File: config.mk
export PLATFORM = sky130hd
export DESIGN_NAME = aud_core_top
export DESIGN_NICKNAME = d
export VERILOG_FILES = /design/src/hdl/aud_pkg.sv /design/src/hdl/aud_mem_if.sv /design/src/hdl/aud_ctl_if.sv /design/src/hdl/aud_sample_ram.sv /design/src/hdl/aud_ctrl_regs.sv /design/src/hdl/aud_recorder.sv /design/src/hdl/aud_player.sv /design/src/hdl/aud_core_top.sv
export VERILOG_INCLUDE_DIRS = /design/src /design/src/hdl
export SDC_FILE = /design/constraint.sdc
export NUM_CORES = 2
export LEC_CHECK = 0
export BUFFER_PORTS_ARGS = -buffer_cell sky130_fd_sc_hd__buf_2
export CORE_MARGIN = 1
export CORE_UTILIZATION = 55
export DETAILED_ROUTE_END_ITERATION = 6
export PLACE_DENSITY = 0.8
export SETUP_SLACK_MARGIN = 0.3
export SYNTH_ARGS = -nofsm -noshare
export SYNTH_HDL_FRONTEND = slang
export SYNTH_HIERARCHICAL = 1
export SYNTH_SLANG_ARGS = --single-unit
File: constraint.sdc
create_clock -name i_clk -period 4.4 [get_ports i_clk]
set_input_delay 0.88 -clock i_clk [delete_from_list [all_inputs] [get_ports i_clk]]
set_output_delay 0.88 -clock i_clk [all_outputs]
set_load 0.02 [all_outputs]
File: src/hdl/aud_config.svh
`ifndef AUD_CONFIG_SVH
`define AUD_CONFIG_SVH

// One audio word per frame, left channel only
`define AUD_SAMPLE_W 16

// 64 words keeps simulation short, larger values work too
`define AUD_ADDR_W 6

`define AUD_DEPTH (1 << `AUD_ADDR_W)

`endif

File: src/hdl/aud_pkg.sv
`include "aud_config.svh"

package aud_pkg;

    typedef logic [`AUD_SAMPLE_W-1:0] sample_t;

    // RAM word address
    typedef logic [`AUD_ADDR_W-1:0] addr_t;

    // Word count from 0 up to a full RAM
    typedef logic [`AUD_ADDR_W:0] len_t;

    // Shared by recorder and player
    typedef enum logic [2:0] {
        S_IDLE,
        S_WAIT,
        S_XFER,
        S_PAUSE,
        S_FINISH
    } eng_state_e;

    typedef enum logic [1:0] {
        MODE_IDLE,
        MODE_REC,
        MODE_PLAY
    } aud_mode_e;

endpackage

File: src/hdl/aud_mem_if.sv
`timescale 1ns/100ps

interface aud_mem_if import aud_pkg::*; ();

    logic    wr_en;
    addr_t   wr_addr;
    sample_t wr_data;
    addr_t   rd_addr;
    // Valid one cycle after rd_addr
    sample_t rd_data;

    modport writer (
        output wr_en, wr_addr, wr_data
    );

    modport reader (
        output rd_addr,
        input  rd_data
    );

    modport ram (
        input  wr_en, wr_addr, wr_data, rd_addr,
        output rd_data
    );

endinterface

File: src/hdl/aud_ctl_if.sv
`timescale 1ns/100ps

interface aud_ctl_if import aud_pkg::*; ();

    // One-cycle command pulses from the register block
    logic rec_start;
    logic play_start;
    logic pause;
    logic stop;

    // One-cycle completion pulses, rec_len valid with rec_done
    logic rec_done;
    logic play_done;
    len_t rec_len;

    modport ctrl (
        output rec_start, play_start, pause, stop,
        input  rec_done, play_done, rec_len
    );

    modport rec (
        input  rec_start, pause, stop,
        output rec_done, rec_len
    );

    modport play (
        input  play_start, pause, stop,
        output play_done
    );

endinterface

File: src/hdl/aud_sample_ram.sv
`timescale 1ns/100ps
`include "aud_config.svh"

module aud_sample_ram import aud_pkg::*; (
    input  logic  i_clk,
    aud_mem_if.ram mem
);

    sample_t ram_q [`AUD_DEPTH];
    sample_t rd_data_r;

    always_ff @(negedge i_clk) begin
        if (mem.wr_en) begin
            ram_q[mem.wr_addr] <= mem.wr_data;
        end
    end

    // Registered read, old data on a same-address write
    always_ff @(negedge i_clk) begin
        rd_data_r <= ram_q[mem.rd_addr];
    end

    assign mem.rd_data = rd_data_r;

endmodule

File: src/hdl/aud_ctrl_regs.sv
`timescale 1ns/100ps

module aud_ctrl_regs import aud_pkg::*; (
    input  logic      i_clk,
    input  logic      i_rst_n,
    input  logic      i_start_rec,
    input  logic      i_start_play,
    input  logic      i_pause,
    input  logic      i_stop,
    aud_ctl_if.ctrl   ctl,
    output aud_mode_e o_mode,
    output logic      o_busy,
    output len_t      o_rec_len
);

    aud_mode_e mode_r;
    len_t      len_r;
    logic      rec_start_r;
    logic      play_start_r;
    logic      pause_r;
    logic      stop_r;
    logic      idle;
    logic      rec_ok;
    logic      play_ok;

    assign idle    = (mode_r == MODE_IDLE);
    assign rec_ok  = idle && i_start_rec;
    // Record wins a tie, and nothing to play after an empty take
    assign play_ok = idle && i_start_play && !i_start_rec && (len_r != '0);

    always_ff @(negedge i_clk) begin
        if (i_rst_n) begin
            mode_r       <= MODE_IDLE;
            len_r        <= '0;
            rec_start_r  <= 1'b0;
            play_start_r <= 1'b0;
            pause_r      <= 1'b0;
            stop_r       <= 1'b0;
        end else begin
            rec_start_r  <= rec_ok;
            play_start_r <= play_ok;
            pause_r      <= i_pause && !idle;
            stop_r       <= i_stop && !idle;
            if (ctl.rec_done) begin
                len_r <= ctl.rec_len;
            end
            if (ctl.rec_done || ctl.play_done) begin
                mode_r <= MODE_IDLE;
            end else if (rec_ok) begin
                mode_r <= MODE_REC;
            end else if (play_ok) begin
                mode_r <= MODE_PLAY;
            end
        end
    end

    assign ctl.rec_start  = rec_start_r;
    assign ctl.play_start = play_start_r;
    assign ctl.pause      = pause_r;
    assign ctl.stop       = stop_r;

    assign o_mode    = mode_r;
    assign o_busy    = !idle;
    assign o_rec_len = len_r;

endmodule

File: src/hdl/aud_recorder.sv
`timescale 1ns/100ps
`include "aud_config.svh"

module aud_recorder import aud_pkg::*; (
    input  logic      i_clk,
    input  logic      i_rst_n,
    input  logic      i_lrc,
    input  logic      i_adc_data,
    aud_ctl_if.rec    ctl,
    aud_mem_if.writer mem
);

    localparam int BIT_W = $clog2(`AUD_SAMPLE_W + 1);

    eng_state_e       state_r, state_w;
    len_t             count_r, count_w;
    sample_t          data_r, data_w;
    logic [BIT_W-1:0] bit_r, bit_w;
    logic             wait_high_r, wait_high_w;
    logic             from_xfer_r, from_xfer_w;
    logic             word_end;

    // All 16 bits in, store on this edge
    assign word_end = (state_r == S_XFER) && (bit_r == BIT_W'(`AUD_SAMPLE_W));

    assign mem.wr_en    = word_end;
    assign mem.wr_addr  = count_r[`AUD_ADDR_W-1:0];
    assign mem.wr_data  = data_r;
    assign ctl.rec_done = (state_r == S_FINISH);
    assign ctl.rec_len  = count_r;

    always_comb begin
        state_w     = state_r;
        count_w     = count_r;
        data_w      = data_r;
        bit_w       = bit_r;
        wait_high_w = wait_high_r;
        from_xfer_w = from_xfer_r;
        case (state_r)
            S_IDLE: begin
                if (ctl.rec_start) begin
                    state_w     = S_WAIT;
                    count_w     = '0;
                    bit_w       = '0;
                    wait_high_w = 1'b0;
                end
            end
            S_WAIT: begin
                if (ctl.stop) begin
                    state_w = S_FINISH;
                end else if (ctl.pause) begin
                    state_w     = S_PAUSE;
                    from_xfer_w = 1'b0;
                end else if (i_lrc) begin
                    wait_high_w = 1'b0;
                end else if (!wait_high_r) begin
                    // Delay bit edge
                    state_w = S_XFER;
                    bit_w   = '0;
                end
            end
            S_XFER: begin
                if (word_end) begin
                    count_w     = count_r + 1'b1;
                    bit_w       = '0;
                    wait_high_w = 1'b1;
                    if (ctl.stop || count_w == len_t'(`AUD_DEPTH)) begin
                        state_w = S_FINISH;
                    end else if (ctl.pause) begin
                        state_w     = S_PAUSE;
                        from_xfer_w = 1'b0;
                    end else begin
                        state_w = S_WAIT;
                    end
                end else if (ctl.stop) begin
                    // Partial word is dropped
                    state_w = S_FINISH;
                end else if (ctl.pause) begin
                    state_w     = S_PAUSE;
                    from_xfer_w = 1'b1;
                end else if (i_lrc) begin
                    bit_w   = '0;
                    state_w = S_WAIT;
                end else begin
                    data_w = {data_r[`AUD_SAMPLE_W-2:0], i_adc_data};
                    bit_w  = bit_r + 1'b1;
                end
            end
            S_PAUSE: begin
                if (ctl.stop) begin
                    state_w = S_FINISH;
                end else if (ctl.pause) begin
                    wait_high_w = 1'b1;
                    if (from_xfer_r) begin
                        state_w = S_XFER;
                    end else begin
                        state_w = S_WAIT;
                    end
                end
            end
            S_FINISH: begin
                state_w = S_IDLE;
            end
            default: begin
                state_w = S_IDLE;
            end
        endcase
    end

    always_ff @(negedge i_clk) begin
        if (i_rst_n) begin
            state_r     <= S_IDLE;
            count_r     <= '0;
            bit_r       <= '0;
            wait_high_r <= 1'b0;
            from_xfer_r <= 1'b0;
        end else begin
            state_r     <= state_w;
            count_r     <= count_w;
            bit_r       <= bit_w;
            wait_high_r <= wait_high_w;
            from_xfer_r <= from_xfer_w;
        end
    end

    always_ff @(negedge i_clk) begin
        data_r <= data_w;
    end

endmodule

File: src/hdl/aud_player.sv
`timescale 1ns/100ps
`include "aud_config.svh"

module aud_player import aud_pkg::*; (
    input  logic      i_clk,
    input  logic      i_rst_n,
    input  logic      i_lrc,
    output logic      o_dac_data,
    aud_ctl_if.play   ctl,
    aud_mem_if.reader mem,
    input  len_t      i_play_len
);

    localparam int BIT_W = $clog2(`AUD_SAMPLE_W + 1);

    eng_state_e       state_r, state_w;
    len_t             count_r, count_w;
    sample_t          shift_r, shift_w;
    logic [BIT_W-1:0] bit_r, bit_w;
    logic             wait_high_r, wait_high_w;
    logic             from_xfer_r, from_xfer_w;
    logic             dac_r, dac_w;

    // Read address sits on the next word, so rd_data is ready by the delay bit
    assign mem.rd_addr   = count_r[`AUD_ADDR_W-1:0];
    assign ctl.play_done = (state_r == S_FINISH);
    assign o_dac_data    = dac_r;

    always_comb begin
        state_w     = state_r;
        count_w     = count_r;
        shift_w     = shift_r;
        bit_w       = bit_r;
        wait_high_w = wait_high_r;
        from_xfer_w = from_xfer_r;
        dac_w       = 1'b0;
        case (state_r)
            S_IDLE: begin
                if (ctl.play_start) begin
                    state_w     = S_WAIT;
                    count_w     = '0;
                    wait_high_w = 1'b0;
                end
            end
            S_WAIT: begin
                if (ctl.stop) begin
                    state_w = S_FINISH;
                end else if (ctl.pause) begin
                    state_w     = S_PAUSE;
                    from_xfer_w = 1'b0;
                end else if (i_lrc) begin
                    wait_high_w = 1'b0;
                end else if (!wait_high_r) begin
                    state_w = S_XFER;
                    bit_w   = '0;
                    shift_w = mem.rd_data;
                end
            end
            S_XFER: begin
                if (bit_r == BIT_W'(`AUD_SAMPLE_W)) begin
                    count_w     = count_r + 1'b1;
                    wait_high_w = 1'b1;
                    if (ctl.stop || count_w == i_play_len) begin
                        state_w = S_FINISH;
                    end else if (ctl.pause) begin
                        state_w     = S_PAUSE;
                        from_xfer_w = 1'b0;
                    end else begin
                        state_w = S_WAIT;
                    end
                end else if (ctl.stop) begin
                    state_w = S_FINISH;
                end else if (ctl.pause) begin
                    state_w     = S_PAUSE;
                    from_xfer_w = 1'b1;
                end else begin
                    dac_w   = shift_r[`AUD_SAMPLE_W-1];
                    shift_w = {shift_r[`AUD_SAMPLE_W-2:0], 1'b0};
                    bit_w   = bit_r + 1'b1;
                end
            end
            S_PAUSE: begin
                if (ctl.stop) begin
                    state_w = S_FINISH;
                end else if (ctl.pause) begin
                    wait_high_w = 1'b1;
                    if (from_xfer_r) begin
                        state_w = S_XFER;
                    end else begin
                        state_w = S_WAIT;
                    end
                end
            end
            default: begin
                // Park the read address on word 0 for the next start
                state_w = S_IDLE;
                count_w = '0;
            end
        endcase
    end

    always_ff @(negedge i_clk) begin
        if (i_rst_n) begin
            state_r     <= S_IDLE;
            count_r     <= '0;
            bit_r       <= '0;
            wait_high_r <= 1'b0;
            from_xfer_r <= 1'b0;
            dac_r       <= 1'b0;
        end else begin
            state_r     <= state_w;
            count_r     <= count_w;
            bit_r       <= bit_w;
            wait_high_r <= wait_high_w;
            from_xfer_r <= from_xfer_w;
            dac_r       <= dac_w;
        end
    end

    always_ff @(negedge i_clk) begin
        shift_r <= shift_w;
    end

endmodule

File: src/hdl/aud_core_top.sv
`timescale 1ns/100ps

module aud_core_top import aud_pkg::*; (
    input  logic      i_clk,
    input  logic      i_rst_n,
    input  logic      i_lrc,
    input  logic      i_adc_data,
    input  logic      i_start_rec,
    input  logic      i_start_play,
    input  logic      i_pause,
    input  logic      i_stop,
    output logic      o_dac_data,
    output aud_mode_e o_mode,
    output logic      o_busy,
    output len_t      o_rec_len
);

    aud_mem_if u_mem_if ();
    aud_ctl_if u_ctl_if ();

    aud_ctrl_regs u_ctrl_regs (
        .i_clk        (i_clk),
        .i_rst_n      (i_rst_n),
        .i_start_rec  (i_start_rec),
        .i_start_play (i_start_play),
        .i_pause      (i_pause),
        .i_stop       (i_stop),
        .ctl          (u_ctl_if.ctrl),
        .o_mode       (o_mode),
        .o_busy       (o_busy),
        .o_rec_len    (o_rec_len)
    );

    aud_recorder u_recorder (
        .i_clk      (i_clk),
        .i_rst_n    (i_rst_n),
        .i_lrc      (i_lrc),
        .i_adc_data (i_adc_data),
        .ctl        (u_ctl_if.rec),
        .mem        (u_mem_if.writer)
    );

    // Playback length is the stored length from the register block
    aud_player u_player (
        .i_clk      (i_clk),
        .i_rst_n    (i_rst_n),
        .i_lrc      (i_lrc),
        .o_dac_data (o_dac_data),
        .ctl        (u_ctl_if.play),
        .mem        (u_mem_if.reader),
        .i_play_len (o_rec_len)
    );

    aud_sample_ram u_sample_ram (
        .i_clk (i_clk),
        .mem   (u_mem_if.ram)
    );

endmodule

# [After elaboration in Yosys (flattened, before gate mapping)]
# Memories as Yosys holds them, arrays and structs flattened. A register that Yosys moved wholly into a read port is not among the register bits.
# Cells that the tools add are included.
[classes] order_cmp=0 eq_ne=48 n_bitwise=6 n_mux=85 n_addsub=4 div_mod_pow=0 reduce_logical=38 n_mul=0 shift=0
[op_table] operator="16-bit two-way mux" count=7
[op_table] operator="5-bit two-way mux" count=16
[op_table] operator="3-bit two-way mux" count=23
[op_table] operator="2-bit != test, second input constant" count=20
[op_table] operator="16-bit one-hot mux with 2 select lines" count=1
[op_table] operator="8-bit AND reduction" count=4
[op_table] operator="7-bit two-way mux" count=4
[op_table] operator="5-bit AND reduction" count=5
[op_table] operator="3-bit one-hot mux with 4 select lines" count=2
[op_table] operator="1-bit two-way mux" count=21
[op_table] operator="3-bit != test, second input constant" count=7
[op_table] operator="7-bit one-hot mux with 3 select lines" count=1
[op_table] operator="4-bit != test, second input constant" count=4
[op_table] operator="5-bit one-hot mux with 3 select lines" count=1
[op_table] operator="7-bit by 1-bit adder with 7-bit output, second input constant" count=2
[op_table] operator="7-bit one-hot mux with 2 select lines" count=1
[op_table] operator="3-bit by 2-bit == test with 1-bit output, second input constant" count=4
[op_table] operator="5-bit by 1-bit adder with 5-bit output, second input constant" count=2
[op_table] operator="5-bit == test, second input constant" count=2
[op_table] operator="5-bit one-hot mux with 2 select lines" count=1
[op_table] operator="1-bit one-hot mux with 4 select lines" count=2
[op_table] operator="2-bit nonzero test" count=4
[op_table] operator="4-bit nonzero test" count=2
[op_table] operator="7-bit == test" count=1
[op_table] operator="other kinds (21)" count=44
[word_totals] memories=1 regBits=80 ram_bits=1024 input_bits=8 elab_cells=202 latch_bits=0 romBits=0 out_inout_bits=11
[memory_table] name="u_sample_ram.ram_q" words=64 width=16 read_ports=1 rd_ports_with_merged_regs=1 write_ports=1 line="aud_sample_ram.sv:9" text="sample_t ram_q [`AUD_DEPTH];"

# [Depth between registers and ports, before layout]
[logic_depth] word_depth=6 mapped_depth=10 ltp_nobuf=8

# [By module]
# Netlist, hierarchy kept.
[by_module_without_submodules] mod="aud_sample_ram" n_inst=1 area_each_um2=39835.7 cells_per_inst=1795 seq_area_each_um2=31069.8
[by_module_without_submodules] mod="aud_player" n_inst=1 area_each_um2=1964.4 cells_per_inst=232 seq_area_each_um2=840.8
[by_module_without_submodules] mod="aud_recorder" n_inst=1 area_each_um2=1624.1 cells_per_inst=156 seq_area_each_um2=820.8
[by_module_without_submodules] mod="aud_ctrl_regs" n_inst=1 area_each_um2=481.7 cells_per_inst=46 seq_area_each_um2=260.2

==> impl_metrics.yaml <==
outcome:
  status: "finished, final reports clean"
sta:
  slew_headroom: 0.0613
  skew_ps: 71.4
  setup_ws_ps: 18.9
  drv_slew: 0
  fin_tns_setup_ps: 0
  finalHoldViolations: 0
  rsz0062_at_grt: "yes"
  setup_viol: 0
  max_slew.worst_pin.slew_ps: 1410
finish:
  final_cell_mix: "1155 x inv_1, 1056 x edfxtp_1, 234 x mux4_2"
  final_net_count: 3484
  area_growth_pct: 22.8
  drive_gt1_frac: 0.179
  final_cell_area_um2: 53900
  layout_commonest_cell: "inv_1"
  final_util: 0.682
clock_network:
  cts.sinks: 1120
  numCtsBuffers: 110
  clockBufferDepth: 3
  cts-htree-levels: 3
  clk_latency_ps: 750
  cts_tree: "yes"
  ctsRootBufferMaster: "clkbuf_16"
  clk_pin_slew_ps: 40
route:
  ant_nets: 0
  wl_mm: 118
  detail_route.wl_per_cell_um: 25.7
  drc: 0
  num_vias: 28245
  dr.pass1.iters: 6
  drt_iter0_markers: 3639
  via_per_inst: 6.12
logic_synthesis:
  synth_cell_type_count: 79
  synth_edf_count: 1056
  synth_top_family_by_area: "multiplexers"
  synth_seq_cells: 1120
  async_flop_share: 0
  synthMuxAreaShare: 0.146
  yosys_warnings: 6
  synth_simple_gate_area_frac: 0.0474
  synth_ff_type: "edfxtp_1"
  yosys.area_share.adder: 0.00171
  synthXorXnorAreaFrac: 0.00199
  synth.cell_area_um2: 43900
  synth-compound-area-share: 0.0309
  syn_inst: 2229
  ys_seq_area_frac: 0.751
  syn-num-nets: 2243
  synth.avg_cell_area_um2: 19.7
setup_path:
  worstSetupStartpointType: "flip-flop"
  cp-end-kind: "output pin"
  cp_slowest_cell: "dfxtp_2"
  crit_fanout: 3
  crit_required_ps: 3520
  reg2reg_depth: 6
  crit_arrival_ps: 3500
  critPathKind: "flip-flop to output pin"
  r2r-end: "u_sample_ram/mem.rd_data[6]"
  r2r_slack_ps: 1090
  critical-path-max-stage-delay_ps: 330
  reg2reg_from: "u_player/count_r[1]"
  cp_cell_sequence: "nor2_4 -> inv_2 -> buf_6"
min_path:
  hp-start: "u_player/bit_r[4]"
  hp-class: "flip-flop to flip-flop"
  hold_depth: 2
  worstHoldEndpoint: "u_player/bit_r[4]"
placement:
  place_ws_ps: -30.5
  io_buffer_count: 18
  hpwl_mm: 57.4
  dpl_cell_area_um2: 45500
  gp_congestion: 0.948
pwr:
  power.density_nw_per_um2: 496
  seq_power_share: 0.436
  max-vdd-ir-drop_mv: 0.321
  power_mw: 26.7
  p_leak_nw: 21.4
  switching_share: 0.276
  p_switching_mw: 7.37
  power.share.combinational: 0.007
  clock_power_share: 0.557
  p_int_mw: 19.3
global_routing:
  grt_use_met1: 0.332
  grt_max_degree: 67
  busiest_layer: "met2"
  antenna_found_initial: 2
  globalRouteMet3Util: 0.115
  first_global_vias: 31417
  grtUsageMet2: 0.468
  grt_pass1_wl_mm: 176
  grt_use_total: 0.295
  grt_overflow_total: 0
floorplan:
  rows: 103
  die_h_um: 285
  ios: 19
  fp.dieW_um: 285
  start_util: 0.556
  fp.dieArea_um2: 81000
  core_area_um2: 79000
job:
  max-cap-violations: 0
sequential cells by signal (all words and copies together), names as in the netlist:
register and count:
u_sample_ram/mem.rd_data 16, u_recorder/from_xfer_r 1, u_player/bit_r 5, u_recorder/mem.wr_data 16
u_player/from_xfer_r 1, u_player/shift_r 16, u_ctrl_regs/ctl.stop 1, u_recorder/wait_high_r 1
u_ctrl_regs/o_rec_len 7, u_ctrl_regs/ctl.pause 1, u_ctrl_regs/o_mode 2, u_recorder/state_r 3
u_ctrl_regs/ctl.rec_start 1, u_sample_ram/ram_q 1024, u_player/wait_high_r 1, u_player/state_r 3
u_player/o_dac_data 1, u_recorder/bit_r 5, u_ctrl_regs/ctl.play_start 1, u_player/count_r 7
u_recorder/ctl.rec_len 7
layer usage:
metal  wire, µm  vias up  share of wire
li1           -    11596              -
met1      39900    13927           0.34
met2      58700     2233           0.50
met3      13300      487           0.11
met4       6370        2          0.054
met5         14        -        0.00012
cells by family (layout without fill, tap and decap cells):
logic type | count (synthesis) | after routing
flops | 1120 | 1120
simple gates | 413 | 413
fa+ha+maj | 6 | 6
xor+xnor | 10 | 10
compound gates | 195 | 195
other cells | 0 | 1
buf+inv | 155 | 1488
mux | 330 | 330
layout make-up:
cell class                      count  area, µm²
Fill cell                        4616      25100
Antenna cell                        1       2.50
Inverter                           14       52.6
Clock inverter                   1212       5420
Tap cell                         1050       1310
Sequential cell                  1120      33000
Timing Repair Buffer              150       1230
Clock buffer                      112       2800
Multi-Input combinational cell    954      10000
cell usage after synthesis, drive strengths merged (8+ instances only):
master  count  share of area
and3       11         0.0017
edfxtp   1056           0.72
mux4      244           0.13
inv        18         0.0015
o21ai      32         0.0036
nand2     101         0.0088
or2         8         0.0011
nor3       18         0.0021
a21oi      39         0.0044
nor2b      10         0.0014
a211oi     15         0.0030
nor2      130          0.011
clkbuf     41         0.0035
nand2b     16         0.0023
a221oi     16         0.0032
dfxtp      64          0.029
a22oi      43         0.0074
o22ai      11         0.0016
mux2i      62          0.014
buf        96          0.015
or3         9         0.0013
nand3      42         0.0048
a211o       9         0.0018
mux2       24         0.0062
nand4      14         0.0020
worst max path at each step:
stage	startpoint	to	slack [ps]	cells past startpoint
after floorplan	i_lrc	u_recorder/mem.wr_data[0]	140	5
after global placement	i_lrc	u_recorder/mem.wr_data[3]	0.2	5
after detailed placement	i_lrc	u_recorder/mem.wr_data[10]	-30	5
after CTS	u_ctrl_regs/o_mode[1]	o_busy	10	3
after global routing	u_ctrl_regs/o_mode[0]	o_busy	-10	3
final	u_ctrl_regs/o_mode[0]	o_busy	20	3
power groups by stage:
stage	clock network, mW	registers (mW)	logic (mW)
6_report	14.9	11.6	0.182
3_3_place_gp	1.51	11.8	0.164
4_1_cts	15.2	11.6	0.180
2_1_floorplan	1.51	11.8	0.129
3_5_place_dp	1.51	11.8	0.172
5_1_grt	16.3	11.6	0.197
through the flow:
step	hold WS [ps]	cells
floorplan	448	2229
global placement	466	3282
detailed placement	483	3282
CTS	495	4612
global route	514	4612
finish	494	4613
worst max-delay path: cells and delay by family (launching register included):
family	cells	cell delay, ps
buffers and inverters	2	160
DFF	1	330
and+or+nand+nor	1	120
what timing repair did:
item                       4_1_cts  5_1_grt
setup buffers                   10        0
resized for setup               39        2
hold buffers                     0        0
pin swaps                        1        0
setup endpoints to repair       11       11
Power figures use the tool's default switching activity.
